File: config.mk
export PLATFORM = sky130hd
export DESIGN_NAME = issue_stage
export DESIGN_NICKNAME = d
export VERILOG_FILES = /design/src/design/isa_pkg.sv /design/src/design/ooo_pkg.sv /design/src/design/instr_decoder.sv /design/src/design/issue_control.sv /design/src/design/issue_stage.sv /design/src/design/operand_resolve.sv
export SDC_FILE = /design/constraint.sdc
export NUM_CORES = 1
export LEC_CHECK = 0
export BUFFER_PORTS_ARGS = -buffer_cell sky130_fd_sc_hd__buf_4
export CAP_MARGIN = 20
export CORE_AREA = 8 8 207 209
export CTS_CLUSTER_DIAMETER = 150
export DETAILED_ROUTE_END_ITERATION = 7
export DIE_AREA = 0 0 215 217
export GPL_TIMING_DRIVEN = 0
export MAX_ROUTING_LAYER = met4
export PLACE_DENSITY = 0.58
export SLEW_MARGIN = 30
export SYNTH_ARGS = -nofsm -noshare
export SYNTH_HDL_FRONTEND = slang
export SYNTH_SLANG_ARGS = --single-unit
File: constraint.sdc
create_clock -name clk -period 9.6 [get_ports clk]
set_input_delay 1.44 -clock clk [delete_from_list [all_inputs] [get_ports clk]]
set_output_delay 1.44 -clock clk [all_outputs]
set_load 0.02 [all_outputs]
File: src/design/isa_pkg.sv
package isa_pkg;

    parameter int XLEN = 32;

    // Major opcodes handled by this stage
    typedef enum logic [6:0] {
        OPC_LUI    = 7'b0110111,
        OPC_AUIPC  = 7'b0010111,
        OPC_OP_IMM = 7'b0010011,
        OPC_OP     = 7'b0110011
    } opcode_e;

    // funct3 codes that change routing
    parameter logic [2:0] FUNCT3_SLT  = 3'b010;
    parameter logic [2:0] FUNCT3_SLTU = 3'b011;
    parameter logic [2:0] FUNCT3_SR   = 3'b101;  // srl/sra and their immediate forms

    // Low three bits are funct3, top bit comes from instr[30]
    typedef enum logic [3:0] {
        ALU_ADD = 4'b0000,
        ALU_SLL = 4'b0001,
        ALU_XOR = 4'b0100,
        ALU_SRL = 4'b0101,
        ALU_OR  = 4'b0110,
        ALU_AND = 4'b0111,
        ALU_SUB = 4'b1000,
        ALU_SRA = 4'b1101
    } alu_op_e;

    // One instruction word, three views of the same bits
    typedef union packed {
        struct packed {
            logic [6:0] funct7;
            logic [4:0] rs2;
            logic [4:0] rs1;
            logic [2:0] funct3;
            logic [4:0] rd;
            opcode_e    opcode;
        } r_fmt;
        struct packed {
            logic [11:0] imm12;
            logic [4:0]  rs1;
            logic [2:0]  funct3;
            logic [4:0]  rd;
            opcode_e     opcode;
        } i_fmt;
        struct packed {
            logic [19:0] imm20;  // Upper immediate
            logic [4:0]  rd;
            opcode_e     opcode;
        } u_fmt;
    } instr_u;

endpackage

File: src/design/ooo_pkg.sv
package ooo_pkg;

    // Reservation station that receives the instruction
    typedef enum logic [1:0] {
        UNIT_NONE = 2'd0,
        UNIT_ALU  = 2'd1,  // add, sub, shifts, logic
        UNIT_CMP  = 2'd2   // slt, sltu and immediate forms
    } unit_e;

    // Where a dispatched operand comes from
    typedef enum logic [1:0] {
        SRC_REG  = 2'd0,
        SRC_PC   = 2'd1,
        SRC_ZERO = 2'd2,
        SRC_IMM  = 2'd3
    } src_e;

    // Tag 0 is reserved for "no producer", so usable tags run 1..N-1
    parameter int DEFAULT_ROB_TAGS = 8;

endpackage

File: src/design/instr_decoder.sv
`timescale 1ns/100ps

module instr_decoder (
    input  isa_pkg::instr_u            instr_i,
    output logic [4:0]                 rs1_o,
    output logic [4:0]                 rs2_o,
    output logic [4:0]                 rd_o,
    output ooo_pkg::unit_e             unit_o,
    output isa_pkg::alu_op_e           alu_op_o,
    output logic                       cmp_unsigned_o,
    output ooo_pkg::src_e              src1_sel_o,
    output ooo_pkg::src_e              src2_sel_o,
    output logic [isa_pkg::XLEN-1:0]   imm_o,
    output logic                       discard_o
);

    logic [2:0] funct3;
    logic       is_cmp;
    logic       is_sr;

    assign funct3 = instr_i.i_fmt.funct3;  // Same position in R and I forms
    assign is_cmp = (funct3 == isa_pkg::FUNCT3_SLT) || (funct3 == isa_pkg::FUNCT3_SLTU);
    assign is_sr  = (funct3 == isa_pkg::FUNCT3_SR);

    always_comb begin
        rs1_o          = instr_i.r_fmt.rs1;
        rs2_o          = instr_i.r_fmt.rs2;
        rd_o           = instr_i.r_fmt.rd;
        unit_o         = ooo_pkg::UNIT_NONE;
        alu_op_o       = isa_pkg::ALU_ADD;
        cmp_unsigned_o = 1'b0;
        src1_sel_o     = ooo_pkg::SRC_ZERO;
        src2_sel_o     = ooo_pkg::SRC_ZERO;
        imm_o          = '0;

        case (instr_i.r_fmt.opcode)
            isa_pkg::OPC_LUI: begin
                unit_o     = ooo_pkg::UNIT_ALU;
                src1_sel_o = ooo_pkg::SRC_ZERO;  // 0 + imm
                src2_sel_o = ooo_pkg::SRC_IMM;
                imm_o      = {instr_i.u_fmt.imm20, 12'h000};
            end

            isa_pkg::OPC_AUIPC: begin
                unit_o     = ooo_pkg::UNIT_ALU;
                src1_sel_o = ooo_pkg::SRC_PC;
                src2_sel_o = ooo_pkg::SRC_IMM;
                imm_o      = {instr_i.u_fmt.imm20, 12'h000};
            end

            isa_pkg::OPC_OP_IMM: begin
                src1_sel_o = ooo_pkg::SRC_REG;
                src2_sel_o = ooo_pkg::SRC_IMM;
                imm_o      = {{20{instr_i.i_fmt.imm12[11]}}, instr_i.i_fmt.imm12};
                if (is_cmp) begin
                    unit_o         = ooo_pkg::UNIT_CMP;
                    cmp_unsigned_o = (funct3 == isa_pkg::FUNCT3_SLTU);
                end else begin
                    // imm12[10] is instr[30], only meaningful for srai
                    unit_o   = ooo_pkg::UNIT_ALU;
                    alu_op_o = isa_pkg::alu_op_e'({is_sr & instr_i.i_fmt.imm12[10], funct3});
                end
            end

            isa_pkg::OPC_OP: begin
                src1_sel_o = ooo_pkg::SRC_REG;
                src2_sel_o = ooo_pkg::SRC_REG;
                if (is_cmp) begin
                    unit_o         = ooo_pkg::UNIT_CMP;
                    cmp_unsigned_o = (funct3 == isa_pkg::FUNCT3_SLTU);
                end else begin
                    unit_o   = ooo_pkg::UNIT_ALU;
                    alu_op_o = isa_pkg::alu_op_e'({instr_i.r_fmt.funct7[5]
                                                   & (is_sr || funct3 == 3'b000), funct3});
                end
            end

            default: ;  // Not handled here, dropped
        endcase
    end

    // Writes to x0 and unknown opcodes leave the queue without dispatch
    assign discard_o = (unit_o == ooo_pkg::UNIT_NONE) || (rd_o == 5'd0);

endmodule

File: src/design/issue_control.sv
`timescale 1ns/100ps

module issue_control #(
    parameter int ROB_TAGS = ooo_pkg::DEFAULT_ROB_TAGS
) (
    input  logic                           clk,
    input  logic                           reset_i,
    input  logic                           flush_i,
    input  logic                           iq_valid_i,
    input  logic [isa_pkg::XLEN-1:0]       iq_pc_i,
    output logic                           iq_pop_o,

    // Decoded instruction
    input  ooo_pkg::unit_e                 unit_i,
    input  isa_pkg::alu_op_e               alu_op_i,
    input  logic                           cmp_unsigned_i,
    input  ooo_pkg::src_e                  src1_sel_i,
    input  ooo_pkg::src_e                  src2_sel_i,
    input  logic [isa_pkg::XLEN-1:0]       imm_i,
    input  logic [4:0]                     rd_i,
    input  logic                           discard_i,

    // Resolved register operands
    input  logic [isa_pkg::XLEN-1:0]       value1_i,
    input  logic [$clog2(ROB_TAGS)-1:0]    tag1_i,
    input  logic [isa_pkg::XLEN-1:0]       value2_i,
    input  logic [$clog2(ROB_TAGS)-1:0]    tag2_i,

    input  logic                           rob_full_i,
    input  logic [$clog2(ROB_TAGS)-1:0]    rob_free_tag_i,
    input  logic                           alu_full_i,
    input  logic                           cmp_full_i,

    output logic                           rob_write_o,
    output logic [isa_pkg::XLEN-1:0]       rob_pc_o,
    output logic [4:0]                     rob_rd_o,
    output logic                           rename_we_o,
    output logic [4:0]                     rename_rd_o,
    output logic [$clog2(ROB_TAGS)-1:0]    rename_tag_o,
    output logic                           alu_valid_o,
    output isa_pkg::alu_op_e               alu_op_o,
    output logic                           cmp_valid_o,
    output logic                           cmp_unsigned_o,
    output logic [isa_pkg::XLEN-1:0]       src1_value_o,
    output logic [$clog2(ROB_TAGS)-1:0]    src1_tag_o,
    output logic                           src1_ready_o,
    output logic [isa_pkg::XLEN-1:0]       src2_value_o,
    output logic [$clog2(ROB_TAGS)-1:0]    src2_tag_o,
    output logic                           src2_ready_o,
    output logic [$clog2(ROB_TAGS)-1:0]    disp_tag_o
);

    localparam int TAG_W = $clog2(ROB_TAGS);

    logic                     live;
    logic                     station_full;
    logic                     can_dispatch;
    logic                     dispatch;
    logic [isa_pkg::XLEN-1:0] op1_value;
    logic [isa_pkg::XLEN-1:0] op2_value;
    logic [TAG_W-1:0]         op1_tag;
    logic [TAG_W-1:0]         op2_tag;

    function automatic logic [isa_pkg::XLEN-1:0] operand_value(
        input ooo_pkg::src_e             sel,
        input logic [isa_pkg::XLEN-1:0]  reg_value
    );
        case (sel)
            ooo_pkg::SRC_REG:  return reg_value;
            ooo_pkg::SRC_PC:   return iq_pc_i;
            ooo_pkg::SRC_ZERO: return '0;
            default:           return imm_i;
        endcase
    endfunction

    assign live         = iq_valid_i && !flush_i && !reset_i;
    assign station_full = (unit_i == ooo_pkg::UNIT_CMP) ? cmp_full_i : alu_full_i;
    assign can_dispatch = !rob_full_i && (rob_free_tag_i != '0) && !station_full;
    assign dispatch     = live && !discard_i && can_dispatch;

    // Same cycle as the dispatch decision, queue advances on this edge
    assign iq_pop_o = live && (discard_i || can_dispatch);

    assign op1_value = operand_value(src1_sel_i, value1_i);
    assign op2_value = operand_value(src2_sel_i, value2_i);
    assign op1_tag   = (src1_sel_i == ooo_pkg::SRC_REG) ? tag1_i : '0;  // Constants never wait
    assign op2_tag   = (src2_sel_i == ooo_pkg::SRC_REG) ? tag2_i : '0;

    always_ff @(posedge clk) begin
        if (reset_i || flush_i) begin
            alu_valid_o <= 1'b0;
            cmp_valid_o <= 1'b0;
            rob_write_o <= 1'b0;
            rename_we_o <= 1'b0;
        end else begin
            alu_valid_o <= dispatch && (unit_i == ooo_pkg::UNIT_ALU);
            cmp_valid_o <= dispatch && (unit_i == ooo_pkg::UNIT_CMP);
            rob_write_o <= dispatch;
            rename_we_o <= dispatch;
        end
    end

    // Payload only moves with a dispatch
    always_ff @(posedge clk) begin
        if (dispatch) begin
            alu_op_o       <= alu_op_i;
            cmp_unsigned_o <= cmp_unsigned_i;
            src1_value_o   <= op1_value;
            src1_tag_o     <= op1_tag;
            src1_ready_o   <= (op1_tag == '0);
            src2_value_o   <= op2_value;
            src2_tag_o     <= op2_tag;
            src2_ready_o   <= (op2_tag == '0);
            disp_tag_o     <= rob_free_tag_i;
            rob_pc_o       <= iq_pc_i;
            rob_rd_o       <= rd_i;
            rename_rd_o    <= rd_i;
            rename_tag_o   <= rob_free_tag_i;  // rd now waits on this entry
        end
    end

    a_one_station: assert property (@(posedge clk) disable iff (reset_i)
        !(alu_valid_o && cmp_valid_o))
        else $error("ALU and compare station dispatched together");

    a_rename_tag: assert property (@(posedge clk) disable iff (reset_i)
        rename_we_o |-> rename_tag_o != '0)
        else $error("Rename written with reserved tag 0");

    a_quiet_after_clear: assert property (@(posedge clk)
        (reset_i || flush_i) |=> !(alu_valid_o || cmp_valid_o || rob_write_o || rename_we_o))
        else $error("Dispatch output active after reset or flush");

endmodule

File: src/design/issue_stage.sv
`timescale 1ns/100ps

module issue_stage #(
    parameter int ROB_TAGS = ooo_pkg::DEFAULT_ROB_TAGS
) (
    input  logic                                    clk,
    input  logic                                    reset_i,
    input  logic                                    flush_i,

    input  logic                                    iq_valid_i,
    input  isa_pkg::instr_u                         iq_instr_i,
    input  logic [isa_pkg::XLEN-1:0]                iq_pc_i,
    output logic                                    iq_pop_o,

    output logic [4:0]                              rs1_o,
    output logic [4:0]                              rs2_o,
    input  logic [isa_pkg::XLEN-1:0]                rf_value1_i,
    input  logic [$clog2(ROB_TAGS)-1:0]             rf_tag1_i,
    input  logic [isa_pkg::XLEN-1:0]                rf_value2_i,
    input  logic [$clog2(ROB_TAGS)-1:0]             rf_tag2_i,

    input  logic                                    rob_full_i,
    input  logic [$clog2(ROB_TAGS)-1:0]             rob_free_tag_i,
    input  logic [ROB_TAGS-1:0]                     rob_ready_i,
    input  logic [ROB_TAGS-1:0][isa_pkg::XLEN-1:0]  rob_value_i,
    output logic                                    rob_write_o,
    output logic [isa_pkg::XLEN-1:0]                rob_pc_o,
    output logic [4:0]                              rob_rd_o,

    output logic                                    rename_we_o,
    output logic [4:0]                              rename_rd_o,
    output logic [$clog2(ROB_TAGS)-1:0]             rename_tag_o,

    input  logic                                    alu_full_i,
    input  logic                                    cmp_full_i,
    output logic                                    alu_valid_o,
    output isa_pkg::alu_op_e                        alu_op_o,
    output logic                                    cmp_valid_o,
    output logic                                    cmp_unsigned_o,
    output logic [isa_pkg::XLEN-1:0]                src1_value_o,
    output logic [$clog2(ROB_TAGS)-1:0]             src1_tag_o,
    output logic                                    src1_ready_o,
    output logic [isa_pkg::XLEN-1:0]                src2_value_o,
    output logic [$clog2(ROB_TAGS)-1:0]             src2_tag_o,
    output logic                                    src2_ready_o,
    output logic [$clog2(ROB_TAGS)-1:0]             disp_tag_o
);

    localparam int TAG_W = $clog2(ROB_TAGS);

    logic [4:0]               dec_rd;
    ooo_pkg::unit_e           dec_unit;
    isa_pkg::alu_op_e         dec_alu_op;
    logic                     dec_cmp_unsigned;
    ooo_pkg::src_e            dec_src1_sel;
    ooo_pkg::src_e            dec_src2_sel;
    logic [isa_pkg::XLEN-1:0] dec_imm;
    logic                     dec_discard;
    logic [isa_pkg::XLEN-1:0] res_value1;
    logic [isa_pkg::XLEN-1:0] res_value2;
    logic [TAG_W-1:0]         res_tag1;
    logic [TAG_W-1:0]         res_tag2;

    instr_decoder u_decoder (
        .instr_i        (iq_instr_i),
        .rs1_o          (rs1_o),
        .rs2_o          (rs2_o),
        .rd_o           (dec_rd),
        .unit_o         (dec_unit),
        .alu_op_o       (dec_alu_op),
        .cmp_unsigned_o (dec_cmp_unsigned),
        .src1_sel_o     (dec_src1_sel),
        .src2_sel_o     (dec_src2_sel),
        .imm_o          (dec_imm),
        .discard_o      (dec_discard)
    );

    operand_resolve #(.ROB_TAGS(ROB_TAGS)) u_resolve (
        .rf_value1_i (rf_value1_i),
        .rf_tag1_i   (rf_tag1_i),
        .rf_value2_i (rf_value2_i),
        .rf_tag2_i   (rf_tag2_i),
        .rob_ready_i (rob_ready_i),
        .rob_value_i (rob_value_i),
        .value1_o    (res_value1),
        .tag1_o      (res_tag1),
        .value2_o    (res_value2),
        .tag2_o      (res_tag2)
    );

    issue_control #(.ROB_TAGS(ROB_TAGS)) u_control (
        .clk            (clk),
        .reset_i        (reset_i),
        .flush_i        (flush_i),
        .iq_valid_i     (iq_valid_i),
        .iq_pc_i        (iq_pc_i),
        .iq_pop_o       (iq_pop_o),
        .unit_i         (dec_unit),
        .alu_op_i       (dec_alu_op),
        .cmp_unsigned_i (dec_cmp_unsigned),
        .src1_sel_i     (dec_src1_sel),
        .src2_sel_i     (dec_src2_sel),
        .imm_i          (dec_imm),
        .rd_i           (dec_rd),
        .discard_i      (dec_discard),
        .value1_i       (res_value1),
        .tag1_i         (res_tag1),
        .value2_i       (res_value2),
        .tag2_i         (res_tag2),
        .rob_full_i     (rob_full_i),
        .rob_free_tag_i (rob_free_tag_i),
        .alu_full_i     (alu_full_i),
        .cmp_full_i     (cmp_full_i),
        .rob_write_o    (rob_write_o),
        .rob_pc_o       (rob_pc_o),
        .rob_rd_o       (rob_rd_o),
        .rename_we_o    (rename_we_o),
        .rename_rd_o    (rename_rd_o),
        .rename_tag_o   (rename_tag_o),
        .alu_valid_o    (alu_valid_o),
        .alu_op_o       (alu_op_o),
        .cmp_valid_o    (cmp_valid_o),
        .cmp_unsigned_o (cmp_unsigned_o),
        .src1_value_o   (src1_value_o),
        .src1_tag_o     (src1_tag_o),
        .src1_ready_o   (src1_ready_o),
        .src2_value_o   (src2_value_o),
        .src2_tag_o     (src2_tag_o),
        .src2_ready_o   (src2_ready_o),
        .disp_tag_o     (disp_tag_o)
    );

endmodule

File: src/design/operand_resolve.sv
`timescale 1ns/100ps

module operand_resolve #(
    parameter int ROB_TAGS = ooo_pkg::DEFAULT_ROB_TAGS
) (
    input  logic [isa_pkg::XLEN-1:0]                rf_value1_i,
    input  logic [$clog2(ROB_TAGS)-1:0]             rf_tag1_i,
    input  logic [isa_pkg::XLEN-1:0]                rf_value2_i,
    input  logic [$clog2(ROB_TAGS)-1:0]             rf_tag2_i,
    input  logic [ROB_TAGS-1:0]                     rob_ready_i,
    input  logic [ROB_TAGS-1:0][isa_pkg::XLEN-1:0]  rob_value_i,
    output logic [isa_pkg::XLEN-1:0]                value1_o,
    output logic [$clog2(ROB_TAGS)-1:0]             tag1_o,
    output logic [isa_pkg::XLEN-1:0]                value2_o,
    output logic [$clog2(ROB_TAGS)-1:0]             tag2_o
);

    localparam int TAG_W = $clog2(ROB_TAGS);

    logic hit1;
    logic hit2;

    // Producer finished but not yet committed
    function automatic logic rob_hit(input logic [TAG_W-1:0] tag);
        return (tag != '0) && rob_ready_i[tag];
    endfunction

    assign hit1 = rob_hit(rf_tag1_i);
    assign hit2 = rob_hit(rf_tag2_i);

    assign value1_o = hit1 ? rob_value_i[rf_tag1_i] : rf_value1_i;
    assign tag1_o   = hit1 ? '0 : rf_tag1_i;
    assign value2_o = hit2 ? rob_value_i[rf_tag2_i] : rf_value2_i;
    assign tag2_o   = hit2 ? '0 : rf_tag2_i;

    // A ready ROB entry must never leave the operand waiting
    a_src1_bypass: assert final (!(rf_tag1_i != '0 && rob_ready_i[rf_tag1_i]) || tag1_o == '0)
        else $error("src1 left pending although ROB tag %0d is ready", rf_tag1_i);
    a_src2_bypass: assert final (!(rf_tag2_i != '0 && rob_ready_i[rf_tag2_i]) || tag2_o == '0)
        else $error("src2 left pending although ROB tag %0d is ready", rf_tag2_i);

endmodule

==> summary.md, run 1 <==
| Metric | Value |
|---|---|
| Status | finished clean |
| Pwr dens | 116.3 nW/µm² |
| Asr flop ratio synth | 0% |
| H-tree depth | 4 |
| Clock transition at path regs | 0.06 ns |
| Post-CTS sizing | 0 |
| Post-route cell area | 14,690 µm² |
| Final hold violations | 0 |
| Fin util | 37.22% |
| Dpl cells | 1,686 |
| DR vias | 9,152 |
| Area contributors post-synth | edfxtp_1 39%, mux4_2 32%, mux2_2 4.1% |
| Worst EP required | 8.16 ns |
| End of the critical path | iq_pop_o |
| RSZ-0062 raised after global routing | no |
| Worst slew pin tran | 1.155 ns |
| Largest net degree at the start of global routing | 25 |
| Vias in the first global route | 9,722 |
| Crit-path max FO | 8 |
| Min Tclk post-route | 4.754 ns |
| Leak | 5.763 nW |
| Pre-antenna DRT Iters | 7 |
| DPL Wire Length | 46,600 µm |
| Cells after Synth | 610 |
| CP Launch Type | input pin |
| Period utilization | 49.52% |
| DR vias/cell | 5.318 |
| Post-CTS Hold Fix Bufs | 0 |
| Die Area | 46,660 µm² |
| VDD IR-drop max | 0.00009181 V |
| First-pass GRT wire length | 74,930 µm |
| Avg Cell Area, Syn | 14.92 µm² |
| Max Slew Vio Count | 0 |
| Worst rel slew slack | 22.81% |
| # fillers | 3,921 |
| Die Height | 217 µm |
| WL/cell | 32.21 µm |
| Number of CTS-inserted buffers | 17 |
| Area delta synth->final | 61.36% |
| FF+latch count, synth | 120 |
| Sequential-to-total area share from yosys stat | 39.26% |
| GRT Total Usage | 23.35% |
| Cell taking the most area after synthesis | edfxtp_1 |
| Gpl congestion | 0.9422 |
| WL met1 | 20,990 µm |
| Post-synthesis cell type count | 42 |
| WL met2 | 27,330 µm |
| GRT Residual Overflow | 0 |
| CTS tree | yes |
| Final Worst Setup Slack | 4.846 ns |
| DRC viols | 0 |
| Syn nets | 1,018 |
| Fin cells | 1,721 |
| Critical Path AT | 3.31 ns |
| Pre-CTS setup slack | 4.891 ns |
| Maxcap violations | 0 |
| DR top layer | met4 |
| I/O Buffers | 543 |
| Die W | 215 µm |
| Initial core utilization | 23.07% |
| Post-CTS Setup Inserts | 0 |
| Final Setup Violations | 0 |
| # IOs | 548 |
| Share of post-route cells with drive strength above 1 | 67.50% |
| Core Box Area | 39,460 µm² |
| Clk root buf | clkbuf_16 |
| Net count, final | 1,589 |
| Post-synth top flop | edfxtp_1 |
| Post-synth EDFFs | 117 |
| Post-Synthesis Cell Area | 9101 µm² |
| Initial antenna violation count | 1 |
| Final wirelength | 55,430 µm |
| Rows | 73 |
| Worst hold margin | 1.175 ns |
| Critical Path Start | iq_instr_i[2] |
| Critical path class | in2out |
| Crit end category | primary output |
| Worst min-delay path class | in2reg |
| Max Fclk | 210.4 MHz |
| Placed inst area | 14,040 µm² |
| Post-synth top area share | 38.60% |
| Synth warn | 0 |
| Clk buf depth | 2 |
| ANT nets after route | 0 |
| Iteration-0 DRC Markers | 968 |
| Routed wl met3 | 5173 µm |
| CTS sink cnt | 120 |
-- where the power goes --
group	internal [mW]	switching (mW)	total, mW
combinational	0.236	0.192	0.428
sequential	0.570	0.000150	0.570
clock	0.435	0.274	0.709
-- metrics by stage --
stage | setup TNS, ns | total power [mW]
after floorplan | 0 | 0.7656
after global placement | -168.50 | 1.009
after detailed placement | 0 | 1.014
after CTS | 0 | 1.723
after global routing | 0 | 1.758
final | 0 | 1.707
-- kinds of logic after synthesis --
kind of cell / Yosys count / synth area share [%]
multiplexers: 200 / 40.24
AO/OA/AOI/OAI: 125 / 10.19
flip-flops: 120 / 39.26
buffers and inverters: 88 / 5.458
AND/OR/NAND/NOR: 77 / 4.853
-- cell usage in the layout, fill, tap and decap left out, types with 17 or more instances in the layout --
cell	Yosys	layout
a32oi_1	32	32
clkbuf_16	0	17
o21ai_0	18	18
buf_4	20	564
a221o_1	33	33
mux2_2	33	33
a21oi_1	22	22
clkbuf_1	39	33
mux4_2	129	129
nand2_1	25	25
mux2i_1	37	37
edfxtp_1	117	117
-- cell usage after synthesis, types with 3 or more instances --
| cell | count |
|---|---|
| nor3_1 | 4 |
| o21ai_0 | 18 |
| mux2_2 | 33 |
| mux4_2 | 129 |
| o21ai_1 | 15 |
| dfxtp_1 | 3 |
| buf_2 | 13 |
| buf_1 | 3 |
| clkbuf_1 | 39 |
| mux2i_1 | 37 |
| buf_4 | 20 |
| and2_1 | 15 |
| nor2_1 | 6 |
| a21oi_1 | 22 |
| a32oi_1 | 32 |
| and3_1 | 4 |
| a221o_1 | 33 |
| buf_6 | 10 |
| nand2_1 | 25 |
| nor2b_1 | 3 |
| edfxtp_1 | 117 |
-- area by class of cell --
cell class                 instances  area, µm²  area share (%)
clock inverter                    15      200.2           1.363
sequential                       120       3573           24.33
clock buffer                      17      425.4           2.897
antenna                            2      5.005         0.03408
tap                              525      656.9           4.473
buffer                            85      495.5           3.374
inverter                           3      11.26         0.07668
multi-input combinational        402       5052           34.40
timing repair buffer             552       4265           29.04
-- sequential cells by signal, indices dropped and copies added (netlist names), 3 cells and up --
register                cells
u_control.alu_op_o          4
u_control.disp_tag_o        3
u_control.rob_pc_o         32
u_control.rob_rd_o          5
u_control.src1_tag_o        3
u_control.src1_value_o     32
u_control.src2_tag_o        3
u_control.src2_value_o     32
-- worst min path at each step --
stage                            startpoint                       to  slack (ns)  cells past startpoint
after floorplan           rob_free_tag_i[0]  u_control.disp_tag_o[0]        1.54                      0
after global placement       iq_instr_i[10]    u_control.rob_rd_o[3]        1.63                      1
after detailed placement        iq_pc_i[26]   u_control.rob_pc_o[26]        1.63                      1
after CTS                       iq_pc_i[15]   u_control.rob_pc_o[15]        1.15                      1
after global routing            iq_pc_i[26]   u_control.rob_pc_o[26]        1.16                      1
final                           iq_pc_i[15]   u_control.rob_pc_o[15]        1.17                      1
-- per-layer routing --
metal | up-vias | track usage, %
met5 | - | -
met4 | 0 | 8.216
met2 | 622 | 39.27
met3 | 89 | 6.935
met1 | 4658 | 26.32
li1 | 3783 | -
-- worst max-delay path: stages --
cell	delay, ns
clkbuf_1	0.18
or3b_2	0.57
nor3_2	0.19
mux2i_1	0.60
a21oi_1	0.14
buf_4	0.19
No activity file was read; power rests on OpenSTA's default activity.
==> run 2: changes to the inputs <==
- PLACE_DENSITY: 0.58 -> 0.6
- clock period: 9.6 -> 3.9 ns (I/O delays scaled with it)
==> run 2 against run 1 <==
Wire length increased by 0.64%. Clock power increased by 130%. Count of clock-buffer cells in the layout unchanged. Combinational power increased by 150%. Global-route usage increased by 0.10 points. Sequential share of layout area increased by 0.12 points. Non-clock buffer count decreased by 2. Flip-flop and latch count unchanged. Utilization decreased by 0.18 points. Power increased by 140%. Worst setup slack got worse by 3.9 ns. Largest cell class unchanged. Highest routed layer unchanged.
==> summary.md, run 2 (synthesized netlist as in run 1, its figures left out) <==
| Metric | Value |
|---|---|
| Top flop regs | u_control.rob_pc_o x32, u_control.src1_value_o x32, u_control.src2_value_o x32 |
| Core Box Area | 39,460 µm² (unchanged) |
| CTS tree | yes |
| Commonest non-fill, non-tap cells in the layout | 564 x buf_4, 129 x mux4_2, 117 x edfxtp_1, 37 x mux2i_1 |
| Setup TNS Final | 0 ns (unchanged) |
| CP Launch Type | input pin |
| RSZ-0062 raised after global routing | no |
| Leak | 5.722 nW (-0.71%) |
| Worst hold margin | 0.3187 ns (-0.8559 ns) |
| ANT nets after route | 0 (unchanged) |
| Worst EP required | 3.31 ns (-4.85 ns) |
| Crit-path cells | clkbuf_1 > or3b_2 > nor3_2 > mux2i_1 > a21oi_1 > buf_4 |
| GRT Total Usage | 23.45% (+0.10 points) |
| Largest net degree at the start of global routing | 25 (unchanged) |
| Clk root buf | clkbuf_16 |
| DR vias | 9,209 (+0.62%) |
| Worst slew pin tran | 1.007 ns (-0.1483 ns) |
| Vias in the first global route | 9,711 (-0.11%) |
| Initial antenna violation count | 6 (+5) |
| Min Tclk post-route | 2.928 ns |
| Area delta synth->final | 60.59% |
| DPL Wire Length | 46,340 µm (-0.56%) |
| Max Fclk | 341.5 MHz |
| Final wirelength | 55,790 µm (+0.64%) |
| Final Setup Violations | 0 (unchanged) |
| Number of CTS-inserted buffers | 17 (unchanged) |
| Post-CTS Hold Fix Bufs | 0 (unchanged) |
| Clk buf depth | 2 (unchanged) |
| Post-CTS sizing | 0 (unchanged) |
| CP max stage cell | or3b_2 |
| Rows | 73 (unchanged) |
| Die Area | 46,660 µm² (unchanged) |
| Max Slew Vio Count | 0 (unchanged) |
| GRT Residual Overflow | 0 (unchanged) |
| Pre-antenna DRT Iters | 6 (-1) |
| CTS sink cnt | 120 (unchanged) |
| DR vias/cell | 5.348 (+0.56%) |
| Final hold violations | 0 (unchanged) |
| Net count, final | 1,587 (-0.13%) |
| Max incr delay on CP | 0.55 ns (-0.05 ns) |
| Clock transition at path regs | 0.07 ns (about the same) |
| Pwr dens | 281.5 nW/µm² (+140%) |
| Crit end category | primary output |
| Critical path class | in2out |
| Iteration-0 DRC Markers | 816 (-16%) |
| H-tree depth | 4 (unchanged) |
| Gpl congestion | 0.8867 (-5.9%) |
| Worst rel slew slack | 32.89% (+10 points) |
| Maxcap violations | 0 (unchanged) |
| Post-CTS Setup Inserts | 0 (unchanged) |
| Die Height | 217 µm (unchanged) |
| DRC viols | 0 (unchanged) |
| Share of post-route cells with drive strength above 1 | 67.62% (+0.11 points) |
| I/O Buffers | 543 (unchanged) |
| Initial core utilization | 23.07% (unchanged) |
| Critical Path AT | 2.34 ns (-0.97 ns) |
| Period utilization | 75.09% |
| Most common cell after layout, fill and taps aside | buf_4 |
| Crit-path max FO | 8 (unchanged) |
| WL/cell | 32.40 µm (+0.59%) |
| Status | finished clean |
| First-pass GRT wire length | 75,160 µm (+0.30%) |
| # IOs | 548 (unchanged) |
| Worst min-delay path class | in2reg |
| VDD IR-drop max | 0.0002313 V (+150%) |
| Die W | 215 µm (unchanged) |
| # fillers | 3,858 (-1.6%) |
-- run 2: layout make-up --
type	count	area (µm²)	area share, %
antenna	5	12.51	0.08561
buffer	85	495.5	3.390
clock buffer	17	425.4	2.911
clock inverter	15	167.7	1.147
inverter	3	11.26	0.07705
multi-input combinational	402	5046	34.53
sequential	120	3573	24.45
tap	525	656.9	4.494
timing repair buffer	550	4227	28.92
-- run 2: report_power, final --
group          switching (mW)  internal, mW  total (mW)
combinational           0.471         0.580        1.05
sequential           0.000384          1.40        1.40
clock                   0.707         0.952        1.66
total                    1.18          2.93        4.11
-- run 2: worst max-delay path: cells and delay by family --
family / cells / cell delay [ns]
compound gates: 1 / 0.12
buf+inv: 2 / 0.36
mux: 1 / 0.51
simple gates: 2 / 0.76
-- run 2: worst paths after layout --
kind | end | slack, ns | cells after the start | startpoint
setup / recovery | iq_pop_o | 0.97 | 6 | iq_instr_i[2]
hold / removal | u_control.rob_pc_o[28] | 0.32 | 1 | iq_pc_i[28]
-- run 2: per-stage QoR --
step | util (%) | total power [mW] | setup WS, ns | std cells | instance area [µm²]
after global placement | 35.08 | 2.478 | -1.080 | 1678 | 13840
final | 37.04 | 4.114 | 0.9716 | 1722 | 14620
after global routing | 37.04 | 4.228 | 0.8527 | 1722 | 14620
after floorplan | - | 1.885 | 0.1166 | 610 | 9109
after CTS | 37.01 | 4.144 | 0.9396 | 1717 | 14600
after detailed placement | 35.50 | 2.494 | 0.4957 | 1685 | 14010
-- run 2: layer usage --
metal | part of all wire [%] | vias up | global-route usage (%)
met3 | 8.6 | 77 | 6.560
met1 | 39 | 4717 | 27.18
met4 | 2.3 | 0 | 6.310
li1 | - | 3793 | -
met5 | 0 | - | -
met2 | 50 | 622 | 39.76
